**src/hw/mem_stage_pkg.sv**
```systemverilog
`default_nettype none

package mem_stage_pkg;

    // Access width and signedness, funct3 encoding of the load opcodes.
    // Stores reuse the width part of the same code.
    typedef enum logic [2:0] {
        LB   = 3'b000,
        LH   = 3'b001,
        LW   = 3'b010,
        LBU  = 3'b100,
        LHU  = 3'b101,
        NONE = 3'b111
    } load_type_t;

    // Writeback source for the register file
    typedef enum logic [2:0] {
        WSEL_LOAD = 3'd0,
        WSEL_PC4  = 3'd1,
        WSEL_IMMU = 3'd2,
        WSEL_ALU  = 3'd3,
        WSEL_CSR  = 3'd4
    } wsel_t;

    // Data RAM
    // Cycles busy stays high before an access completes
    localparam int RAM_WAIT = 1;

    // Width of the RAM wait counter
    localparam int RAM_WAIT_W = (RAM_WAIT > 0) ? $clog2(RAM_WAIT + 1) : 1;

    // Depth in words, indexed by address bits above the byte offset
    localparam int RAM_WORDS = 256;
    localparam int RAM_AW = $clog2(RAM_WORDS);

    // Cache flush sequences
    // Cycles each done level stays low after a flush start
    localparam int IFLUSH_CYCLES = 3;
    localparam int DFLUSH_CYCLES = 5;

    // Counter width covers the longer of the two sequences
    localparam int FLUSH_CNT_W =
        $clog2(((IFLUSH_CYCLES > DFLUSH_CYCLES) ? IFLUSH_CYCLES : DFLUSH_CYCLES) + 1);

endpackage

`default_nettype wire

```
**src/hw/cache_flush_ctrl.sv**
```systemverilog
`default_nettype none

module cache_flush_ctrl (
    input  logic CLK,
    input  logic nRST,
    input  logic flush_start,
    output logic iflush_done,
    output logic dflush_done
);

    logic [1:0] done;

    // Index 0 is the instruction cache, index 1 the data cache
    for (genvar i = 0; i < 2; i++) begin : g_flush
        logic [mem_stage_pkg::FLUSH_CNT_W-1:0] cnt;

        // Loaded on the start pulse, then counts down to idle
        always_ff @(posedge CLK, negedge nRST) begin
            if (!nRST) begin
                cnt <= '0;
            end else if (flush_start) begin
                cnt <= mem_stage_pkg::FLUSH_CNT_W'((i == 0) ?
                                                   mem_stage_pkg::IFLUSH_CYCLES :
                                                   mem_stage_pkg::DFLUSH_CYCLES);
            end else if (cnt != '0) begin
                cnt <= cnt - 1'b1;
            end
        end

        // Done while idle
        assign done[i] = (cnt == '0);
    end

    assign iflush_done = done[0];
    assign dflush_done = done[1];

endmodule

`default_nettype wire

```
**config.mk**
```make
export PLATFORM = sky130hd
export DESIGN_NAME = cache_flush_ctrl
export DESIGN_NICKNAME = d
export VERILOG_FILES = /design/src/hw/mem_stage_pkg.sv /design/src/hw/cache_flush_ctrl.sv
export SDC_FILE = /design/constraint.sdc
export NUM_CORES = 1
export LEC_CHECK = 0
export ABC_CLOCK_PERIOD_IN_PS = 1400
export BUFFER_PORTS_ARGS = -buffer_cell sky130_fd_sc_hd__buf_2
export CORE_AREA = 2 2 39 41
export CTS_CLUSTER_DIAMETER = 200
export DETAILED_ROUTE_END_ITERATION = 12
export DIE_AREA = 0 0 41 43
export PLACE_DENSITY = 0.54
export SYNTH_ARGS = -nofsm -noshare
export SYNTH_HDL_FRONTEND = slang
export SYNTH_SLANG_ARGS = --single-unit
```
**constraint.sdc**
```tcl
create_clock -name CLK -period 1.4 [get_ports CLK]
set_input_delay 0.21 -clock CLK [delete_from_list [all_inputs] [get_ports CLK]]
set_output_delay 0.21 -clock CLK [all_outputs]
set_load 0.005 [all_outputs]
```
==> run metrics <==
worst path cell trace=inv_2 > ha_4 > nor2b_4 > buf_2; worst-path fanout max=3; Synth Warn #=0; WL per Instance=9.365 um; Final Max Slew Viols=0; Syn Inst Count=34; multiplexer share of the synthesized area=8.333%; power density cells=1073 nW/um2; routed vias=267; Post-Syn Area=360.3 um2; WP depth=4; Routed WL=590 um; worst reg2reg endpoint=g_flush[0].cnt[2]; post-DR vias/cell=4.238; critical path startpoint category=register; initial antenna violation count=0; CTS Sinks=6; htree depth=1; filler cell count=139; Largest register FFs=6; Max-slew headroom=86.94%; share of the synthesized area in the top cell type=41.67%; Post-Synth Adder-Cell Area=13.89%; complex-gate fraction of the synthesized area=6.944%; vias in the first global route=259; DRC viols=0; Initial DRC Count=0; Initial Utilization=26.04%; GRT overflow=0; Post-DRT Antenna Nets=0; chip height=43 um; status=completed; Final TNS setup=0 ps; sequential area share after synthesis=41.67%; Synth area leaders=dfrtp_1, ha_1, nor2b_1; largest family of logic cells by synthesized area=simple AND/OR/NAND/NOR gates; Max Root-Sink Buffers=2; Reg clk slew, reported paths=50 ps; Worst Setup SP=g_flush[0].cnt[0]; worst reg2reg startpoint=g_flush[0].cnt[0]; IO Count=5; fin crit period=1332 ps; Total GRT Usage=9.100%; CP bufs+invs=2; static leakage=0.2300 nW; biggest regs=g_flush.cnt: 6 flops; diodes inserted=0; Data arrival, critical path=1120 ps; Slew @ Worst Pin=194.3 ps; largest area contributor in the netlist=dfrtp_1; nets@finish=56; row count=14; core area=1384 um2; share of cells above drive strength 1=46.81%; max cap viols=0; Slowest cell on crit path=dfrtp_1; largest net degree at the start of global routing=11; Die W=41 um; hold wc startpoint=flush_start; CTS tree=built; root buffer cell=clkbuf_4; peak supply drop=0.4654 mV; Post-Synth XOR/XNOR Area=0%; die area=1763 um2; Post-Synth Simple-Gate Area=22.92%; Critical Path RT=1190 ps; R2R depth=5; fmax=750.6 MHz; flop-to-flop setup slack=170 ps; global-route wire length before repair=993 um; pre-CTS setup slack=125.3 ps; final setup vio count=0; Hold Crit Class=in2reg; Distinct cells, synth=14; Avg Inst Size Synth=10.60 um2; commonest cells after routing, fill and taps aside=dfrtp_1, buf_4; Fin. Hold Viols=0; crit path to=iflush_done; delay-heaviest family, CP=flip-flops; largest stage delay on the critical path=380 ps; routability cong.=0.6818; worst setup margin=67.81 ps; Worst Skew=6.959 ps; final cell count without fillers=63; syn nets=41; clk_lat worst skew=250 ps; drt pass-1 iters=1; Final Util=36.71%; RSZ-0062 raised after global routing=false; hold_ws=229.0 ps; Num CTS Buffers=3; Reg with most FFs=g_flush.cnt; WS Path Type=reg2out; hold path depth=2; Port-buffer cells=4; #FFs+latches synth=6; fin crit share=95.16%; Layout area overhead=40.97%; placed cells=53; CP endpoint kind=primary output
==> stage by stage <==
stage | area (um2) | total power, W
floorplan | 360.3 | 0.0002991
global placement | 392.9 | 0.0003238
detailed placement | 392.9 | 0.0003235
CTS | 447.9 | 0.0005022
global route | 508.0 | 0.0006015
finish | 508.0 | 0.0005452
==> layout make-up <==
| cell class | instances | area, um2 | area share, % |
|---|---|---|---|
| sequential | 6 | 150.1 | 29.56 |
| clock buffer | 3 | 22.52 | 4.433 |
| multi-input combinational | 23 | 225.2 | 44.33 |
| timing repair buffer | 11 | 75.07 | 14.78 |
| tap | 16 | 20.02 | 3.941 |
| inverter | 4 | 15.01 | 2.956 |
==> cells by family after synthesis <==
logic type      count (synthesis)
compound gates                  3
fa+ha+maj                       4
buf+inv                         5
flops                           6
mux                             3
simple gates                   13
==> synth_stat cells, drive strengths merged <==
master   number
dfrtp         6
nor2b         6
ha            4
inv           4
nor2          4
mux2i         3
a211o         1
a21oi         1
buf           1
nand4bb       1
o31ai         1
or2b          1
or3b          1
==> routing by layer <==
| metal | GRT usage (%) | vias up | share of wire (%) |
|---|---|---|---|
| li1 | - | 137 | - |
| met1 | 9.868 | 123 | 48 |
| met2 | 12.19 | 7 | 43 |
| met3 | 9.424 | 0 | 8.1 |
| met4 | 2.000 | 0 | 0 |
| met5 | 0 | - | 0 |
==> timing repair <==
item	in CTS	in global routing
resized for setup	4	7
endpoints found under the setup margin	2	2
hold buffers	1	0
endpoints found under the hold margin	6	0
setup buffers	1	5
==> where the power goes <==
group          switching, W  leakage (nW)  internal (W)
combinational     0.0000690         0.148     0.0000957
sequential        0.0000218        0.0682      0.000200
clock             0.0000621        0.0138     0.0000969
==> worst min-delay path by stage <==
| stage | slack [ps] | endpoint |
|---|---|---|
| 2_1_floorplan | -90 | g_flush[0].cnt[0] |
| 3_3_place_gp | 40 | g_flush[1].cnt[2] |
| 3_5_place_dp | 40 | g_flush[0].cnt[2] |
| 4_1_cts | 230 | g_flush[0].cnt[2] |
| 5_1_grt | 230 | g_flush[0].cnt[2] |
| 6_report | 230 | g_flush[0].cnt[2] |
No activity file was read; power rests on OpenSTA's default activity.
