**src/hw/mem_stage_pkg.sv**
```systemverilog
`default_nettype none

package mem_stage_pkg;

    // Access width and signedness, funct3 encoding of the load opcodes.
    // Stores reuse the width part of the same code.
    typedef enum logic [2:0] {
        LB   = 3'b000,
        LH   = 3'b001,
        LW   = 3'b010,
        LBU  = 3'b100,
        LHU  = 3'b101,
        NONE = 3'b111
    } load_type_t;

    // Writeback source for the register file
    typedef enum logic [2:0] {
        WSEL_LOAD = 3'd0,
        WSEL_PC4  = 3'd1,
        WSEL_IMMU = 3'd2,
        WSEL_ALU  = 3'd3,
        WSEL_CSR  = 3'd4
    } wsel_t;

    // Data RAM
    // Cycles busy stays high before an access completes
    localparam int RAM_WAIT = 1;

    // Width of the RAM wait counter
    localparam int RAM_WAIT_W = (RAM_WAIT > 0) ? $clog2(RAM_WAIT + 1) : 1;

    // Depth in words, indexed by address bits above the byte offset
    localparam int RAM_WORDS = 256;
    localparam int RAM_AW = $clog2(RAM_WORDS);

    // Cache flush sequences
    // Cycles each done level stays low after a flush start
    localparam int IFLUSH_CYCLES = 3;
    localparam int DFLUSH_CYCLES = 5;

    // Counter width covers the longer of the two sequences
    localparam int FLUSH_CNT_W =
        $clog2(((IFLUSH_CYCLES > DFLUSH_CYCLES) ? IFLUSH_CYCLES : DFLUSH_CYCLES) + 1);

endpackage

`default_nettype wire

```
**src/hw/dmem_extender.sv**
```systemverilog
`default_nettype none

module dmem_extender (
    input  logic [31:0]               dmem_in,
    input  mem_stage_pkg::load_type_t load_type,
    input  logic [1:0]                byte_offset,
    output logic [31:0]               ext_out
);

    logic [7:0]  byte_lane;
    logic [15:0] half_lane;

    // Byte lane named by the full offset
    always_comb begin
        case (byte_offset)
            2'b00:   byte_lane = dmem_in[7:0];
            2'b01:   byte_lane = dmem_in[15:8];
            2'b10:   byte_lane = dmem_in[23:16];
            default: byte_lane = dmem_in[31:24];
        endcase
    end

    // Halfword lane only depends on offset bit 1
    assign half_lane = byte_offset[1] ? dmem_in[31:16] : dmem_in[15:0];

    // Extension by load type
    always_comb begin
        case (load_type)
            mem_stage_pkg::LB: begin
                ext_out = {{24{byte_lane[7]}}, byte_lane};
            end
            mem_stage_pkg::LBU: begin
                ext_out = {24'h000000, byte_lane};
            end
            mem_stage_pkg::LH: begin
                ext_out = {{16{half_lane[15]}}, half_lane};
            end
            mem_stage_pkg::LHU: begin
                ext_out = {16'h0000, half_lane};
            end
            mem_stage_pkg::LW: begin
                ext_out = dmem_in;
            end
            default: begin
                ext_out = '0;
            end
        endcase
    end

endmodule

`default_nettype wire

```
**src/hw/mem_stage.sv**
```systemverilog
`default_nettype none

module mem_stage (
    input  logic                      CLK,
    input  logic                      nRST,
    // Execute/memory pipeline register
    input  logic                      dren,
    input  logic                      dwen,
    input  logic                      ifence,
    input  logic                      halt_in,
    input  logic                      branch,
    input  logic                      prediction,
    input  logic                      branch_taken,
    input  logic                      csr_swap,
    input  logic                      csr_set,
    input  logic                      csr_clr,
    input  logic                      csr_imm,
    input  mem_stage_pkg::load_type_t load_type,
    input  mem_stage_pkg::wsel_t      w_sel,
    input  logic [31:0]               port_out,
    input  logic [31:0]               rs1_data,
    input  logic [31:0]               rs2_data,
    input  logic [31:0]               pc,
    input  logic [31:0]               pc4,
    input  logic [31:0]               imm_u,
    input  logic [4:0]                zimm,
    // Hazard unit controls
    input  logic                      suppress_data,
    input  logic                      ex_mem_stall,
    // CSR file read data
    input  logic [31:0]               csr_rdata,
    // Data bus
    output logic                      mem_ren,
    output logic                      mem_wen,
    output logic [31:0]               daddr,
    output logic [3:0]                byte_en,
    output logic [31:0]               wdata,
    input  logic [31:0]               rdata,
    input  logic                      busy,
    // Cache flush
    output logic                      flush_start,
    input  logic                      iflush_done,
    input  logic                      dflush_done,
    // Hazard flags
    output logic                      mem_busy,
    output logic                      fence_stall,
    output logic                      mal_load,
    output logic                      mal_store,
    output logic                      mispredict,
    output logic                      halt,
    output logic [31:0]               badaddr,
    // CSR write request
    output logic [31:0]               csr_wdata,
    output logic                      csr_valid_write,
    // Writeback
    output logic [31:0]               reg_wdata
);

    logic [1:0]  byte_offset;
    logic        mal_addr;
    logic [31:0] load_ext;
    logic        ifence_q;
    logic        iflushed;
    logic        dflushed;

    assign byte_offset = port_out[1:0];

    // Bus request, held while the pipeline register is stalled
    assign mem_ren = dren & ~suppress_data;
    assign mem_wen = dwen & ~suppress_data;
    assign daddr   = port_out;

    // One lane per byte, low or high pair per halfword
    always_comb begin
        case (load_type)
            mem_stage_pkg::LB, mem_stage_pkg::LBU: begin
                byte_en = 4'b0001 << byte_offset;
            end
            mem_stage_pkg::LH, mem_stage_pkg::LHU: begin
                byte_en = byte_offset[1] ? 4'b1100 : 4'b0011;
            end
            mem_stage_pkg::LW: begin
                byte_en = 4'b1111;
            end
            default: begin
                byte_en = 4'b0000;
            end
        endcase
    end

    // Store data replicated over every lane of its width
    always_comb begin
        case (load_type)
            mem_stage_pkg::LB, mem_stage_pkg::LBU: wdata = {4{rs2_data[7:0]}};
            mem_stage_pkg::LH, mem_stage_pkg::LHU: wdata = {2{rs2_data[15:0]}};
            mem_stage_pkg::LW:                     wdata = rs2_data;
            default:                               wdata = '0;
        endcase
    end

    // Words need offset 0, halfwords an even offset
    always_comb begin
        case (load_type)
            mem_stage_pkg::LW:                     mal_addr = (byte_offset != 2'b00);
            mem_stage_pkg::LH, mem_stage_pkg::LHU: mal_addr = byte_offset[0];
            default:                               mal_addr = 1'b0;
        endcase
    end

    assign mal_load  = dren & mal_addr;
    assign mal_store = dwen & mal_addr;
    assign badaddr   = port_out;

    dmem_extender u_dmem_extender (
        .dmem_in     (rdata),
        .load_type   (load_type),
        .byte_offset (byte_offset),
        .ext_out     (load_ext)
    );

    // Fence tracking
    // The flushed flags drop on the fence edge and then follow the done levels
    always_ff @(posedge CLK, negedge nRST) begin
        if (!nRST) begin
            ifence_q <= 1'b0;
            iflushed <= 1'b1;
            dflushed <= 1'b1;
        end else begin
            ifence_q <= ifence;
            iflushed <= flush_start ? 1'b0 : iflush_done;
            dflushed <= flush_start ? 1'b0 : dflush_done;
        end
    end

    assign flush_start = ifence & ~ifence_q;

    // Stall covers the start cycle too, before the flags have dropped
    assign fence_stall = ifence & (flush_start | ~iflushed | ~dflushed);
    assign mem_busy    = busy;

    // Branch outcome against prediction
    assign mispredict = branch & (prediction ^ branch_taken);
    assign halt       = halt_in;

    // CSR write request
    assign csr_wdata       = csr_imm ? {27'h0, zimm} : rs1_data;
    assign csr_valid_write = (csr_swap | csr_set | csr_clr) & ~ex_mem_stall;

    // Writeback select
    always_comb begin
        case (w_sel)
            mem_stage_pkg::WSEL_LOAD: reg_wdata = load_ext;
            mem_stage_pkg::WSEL_PC4:  reg_wdata = pc4;
            mem_stage_pkg::WSEL_IMMU: reg_wdata = imm_u;
            mem_stage_pkg::WSEL_ALU:  reg_wdata = port_out;
            mem_stage_pkg::WSEL_CSR:  reg_wdata = csr_rdata;
            default:                  reg_wdata = '0;
        endcase
    end

endmodule

`default_nettype wire

```
**config.mk**
```make
export PLATFORM = sky130hd
export DESIGN_NAME = mem_stage
export DESIGN_NICKNAME = d
export VERILOG_FILES = /design/src/hw/mem_stage_pkg.sv /design/src/hw/dmem_extender.sv /design/src/hw/mem_stage.sv
export SDC_FILE = /design/constraint.sdc
export NUM_CORES = 1
export LEC_CHECK = 0
export ABC_AREA = 1
export ABC_CLOCK_PERIOD_IN_PS = 1300
export BUFFER_PORTS_ARGS = -buffer_cell sky130_fd_sc_hd__buf_2
export CAP_MARGIN = 20
export CORE_AREA = 8 8 173 175
export DETAILED_ROUTE_END_ITERATION = 8
export DIE_AREA = 0 0 181 183
export SLEW_MARGIN = 20
export SYNTH_ARGS = -nofsm -noshare
export SYNTH_HDL_FRONTEND = slang
export SYNTH_SLANG_ARGS = --single-unit
```
**constraint.sdc**
```tcl
create_clock -name CLK -period 1.3 [get_ports CLK]
set_input_delay 0.13 -clock CLK [delete_from_list [all_inputs] [get_ports CLK]]
set_output_delay 0.13 -clock CLK [all_outputs]
set_load 0.01 [all_outputs]
```
==> Implementation_results.wiki <==
{| class="wikitable"
! Metric !! Value
|-
| Violations in the final reports || negative setup slack
|-
| Most used DFF post-synth || sky130_fd_sc_hd__dfstp_2
|-
| Total core area || approximately 27000 sq um
|-
| Floorplan die width || about 180 um
|-
| Area growth, synth to finish || 89.37%
|-
| Total length of routed wires || 25520 um
|-
| TritonCTS buffer count || 3
|-
| Wire length of the first global-routing pass || 35820 um
|-
| Relative slew slack || 0.7818
|-
| Number of buffers between clock root and the deepest sink || 2
|-
| Worst Skew || between 0.0006 and 0.0007 ns
|-
| Power density normalized to cell area || between 400 and 500 nW/um^2
|-
| Required time of the worst setup path || around 1.2 ns
|-
| H-tree levels || 1
|-
| Cell taking the most area after synthesis || sky130_fd_sc_hd__nand2_1
|-
| Final Hold Violating Endpoints || 0
|-
| CTS tree || done
|-
| Util after Layout || 0.2585
|-
| Endpoint of the worst setup timing path || reg_wdata[24]
|-
| Fillers || 3139
|-
| Remaining number of nets flagged by the antenna check after routing || 0
|-
| Root buf cell || sky130_fd_sc_hd__clkbuf_16
|-
| I/O pin count || between 400 and 500
|-
| Floorplan row count || between 60 and 70
|-
| Setup slack on the worst flop-to-flop path || 0.61 ns
|-
| Global route total overflow || 0
|-
| Sequential cell area || slightly below 80 sq um
|-
| Number of input and output port buffers inserted || approximately 420
|-
| Area fraction of the dominant cell type after synthesis || 0.2345
|-
| Initial standard-cell utilization of the core || 0.1365
|-
| Worst reg2reg path endpoint || iflushed
|-
| Maximum number of pins on one net before global-route repair || 33
|-
| Later-pin clock latency in the skew report || roughly 0.22 ns
|-
| Sort of element at the end of the critical path || output pin
|-
| Net switching share of the total power || 0.4597
|-
| Critical register-to-register path startpoint || ifence_q
|-
| Number of antenna violations at the first check in global routing || 2
|-
| Leakage dissipation || ~0.0044 uW
|-
| Weighted congestion reported at the end of routability-driven placement || 0.8712
|-
| Time the final worst path needs with I/O delays and setup || ~1.4 ns
|-
| Classification of the worst-slack hold path || in2reg
|-
| Ranking of synthesized cells by instance count || 233 x sky130_fd_sc_hd__nand2_1, 134 x sky130_fd_sc_hd__inv_1, 116 x sky130_fd_sc_hd__nor2_1
|-
| Crit path launch type || primary input
|-
| Result of the run || finished, violations left
|-
| Seq/Total Area, Yosys || 0.02080
|-
| Sequential cell fraction of total power || 0.036
|-
| NetSw || 1335 uW
|-
| Peak VDD IR || 229.9 uV
|-
| Critical path data arrival time || 1.23 ns
|-
| Most area-consuming cells after synthesis || sky130_fd_sc_hd__nand2_1 23%, sky130_fd_sc_hd__buf_4 14%, sky130_fd_sc_hd__inv_1 13%
|-
| Proportion of power drawn by the clock network || 0.165
|-
| Via count of the first global-routing pass || around 6000
|-
| Number of maximum-capacitance constraint violations || 0
|-
| Synthesized net count || approximately 1100
|-
| RSZ-0062 raised after global routing || yes
|-
| Synthesis warning total || 0
|-
| Gate count after technology mapping || 797
|-
| Syn Area/Cell || 4.680 sq um
|-
| Pins over their slew limit || 0
|-
| Number of nets at the end of the flow || roughly 1500
|-
| Clock net sink count || 3
|-
| Vias/cell || between 4 and 5
|-
| # setup viols final || 31
|-
| Cell area after technology mapping || ~3700 sq um
|-
| Post-Route Setup TNS || -1.087 ns
|-
| Die Outline Area || 33120 sq um
|-
| DP HPWL || approximately 21000 um
|-
| First element of the critical path || load_type[1]
|-
| Count of cell types in the netlist || 25
|-
| Cell-internal power || between 1500 and 2000 uW
|-
| Count leader, synth || sky130_fd_sc_hd__nand2_1
|-
| Number of enable-type register cells in the synthesized netlist || 0
|-
| Count of cells along the worst register-to-register path || 2
|-
| Final setup slack of the worst path || -0.05510 ns
|-
| Synthesis-stage register bit count || 3
|-
| Number of DRC markers in iteration 0 || roughly 280
|-
| Clk slew on worst S/H paths || about 0.03 ns
|-
| Critical-path maximum fanout || 8
|-
| Number of remaining DRC errors || 0
|-
| Vias || about 6100
|-
| Die Ht || around 180 um
|-
| Highest attainable clock frequency || around 740 MHz
|-
| Share of post-route cells with drive strength above 1 || 0.5055
|-
| CP Class || in2out
|-
| Pin slew with the least headroom to its limit || between 0.3 and 0.4 ns
|-
| Area of the multi-input gates || around 2800 sq um
|-
| Average detailed-routed wire length per instance || approximately 17 um
|-
| Combinational share of power || 0.799
|-
| Proportion of synthesized flip-flops having asynchronous set or reset || 1.000
|-
| Post-route clock period utilization || 1.042
|-
| Total global routing track utilization || 0.1379
|-
| Number of detailed-route iterations in the first pass || 4
|}
==> worst min path at each step <==
| stage | from | endpoint | slack [ns] | cells after the start |
|---|---|---|---|---|
| finish | ifence | ifence_q | 0.04 | 1 |
| detailed placement | nRST | ifence_q | -0.07 | 1 |
| global route | ifence | ifence_q | 0.04 | 1 |
| CTS | ifence | ifence_q | 0.04 | 1 |
| floorplan | nRST | ifence_q | -0.17 | 0 |
| global placement | nRST | ifence_q | -0.08 | 1 |
==> state kept, by name (all words and copies together) (netlist names) <==
signal and flops:
dflushed 1, ifence_q 1, iflushed 1
==> per-layer routing <==
metal / wire length (um) / vias up / global-route usage
li1: - / 3117 / -
met1: 10720 / 2688 / 0.1652
met2: 12970 / 260 / 0.2572
met3: 1401 / 28 / 0.02335
met4: 427 / 2 / 0.02394
met5: 10 / - / 0
==> worst max-delay path, stage by stage <==
cell,delay (ns)
sky130_fd_sc_hd__buf_12,0.12
sky130_fd_sc_hd__nor2_4,0.13
sky130_fd_sc_hd__inv_2,0.06
sky130_fd_sc_hd__nor2_4,0.13
sky130_fd_sc_hd__nand3_4,0.16
sky130_fd_sc_hd__buf_12,0.20
sky130_fd_sc_hd__nand2_1,0.06
sky130_fd_sc_hd__nand2_1,0.06
sky130_fd_sc_hd__nand2_1,0.05
sky130_fd_sc_hd__buf_2,0.12
==> cell usage in the layout, fill, tap and decap left out, types with 12 or more instances in the layout <==
cell                      synthesis  layout
sky130_fd_sc_hd__nor2_4           1      13
sky130_fd_sc_hd__nand3_1         75      73
sky130_fd_sc_hd__inv_1          134     130
sky130_fd_sc_hd__nor2_1         116     102
sky130_fd_sc_hd__nand2_1        233     181
sky130_fd_sc_hd__nand2_4          0      24
sky130_fd_sc_hd__o21ai_0         75      70
sky130_fd_sc_hd__buf_4           72      34
sky130_fd_sc_hd__buf_2           12     391
sky130_fd_sc_hd__buf_12           0      12
sky130_fd_sc_hd__nand2_2          2      29
sky130_fd_sc_hd__buf_6            5      33
==> cell families (layout without fill, tap and decap cells) <==
kind of cell,Yosys count,count (layout),share of synthesized area
flops,3,3,0.02080
simple gates,436,436,0.4780
other cells,0,1,0
buf+inv,250,628,0.3381
compound gates,103,103,0.1479
mux,5,5,0.01509
==> layout make-up <==
type | count | share of cell area
diodes | 1 | 0.0003543
clock buffers | 4 | 0.01116
inverters | 142 | 0.07865
multi-input cells | 544 | 0.4030
flip-flops and latches | 3 | 0.01098
well taps | 346 | 0.06129
repair buffers | 482 | 0.4345
==> stage by stage <==
stage	instances	setup WS (ns)	power (uW)	instance area, sq um	hold slack (ns)
3_3_place_gp	1506	-0.2146	2077	6010	-0.07522
4_1_cts	1519	-0.06438	2768	6644	0.03855
5_1_grt	1522	-0.1457	3143	7063	0.04275
6_report	1522	-0.05510	2905	7063	0.03678
3_5_place_dp	1506	-0.2414	2090	6010	-0.06840
2_1_floorplan	797	0.1819	1122	3730	-0.1656
==> power groups by stage <==
stage,Clock (uW),Sequential [uW],Combinational [uW]
4_1_cts,488,104,2180
3_3_place_gp,0,105,1970
2_1_floorplan,0,105,1020
3_5_place_dp,0,105,1990
5_1_grt,500,105,2540
6_report,480,104,2320
==> repair_timing <==
action,in CTS,in global routing
gates resized for setup,115,96
pin swaps,16,33
cloned,4,2
hold buffers,1,0
endpoints found under the hold margin,3,0
endpoints found under the setup margin,44,58
buffers inserted,6,0
No activity file was read; power rests on OpenSTA's default activity.
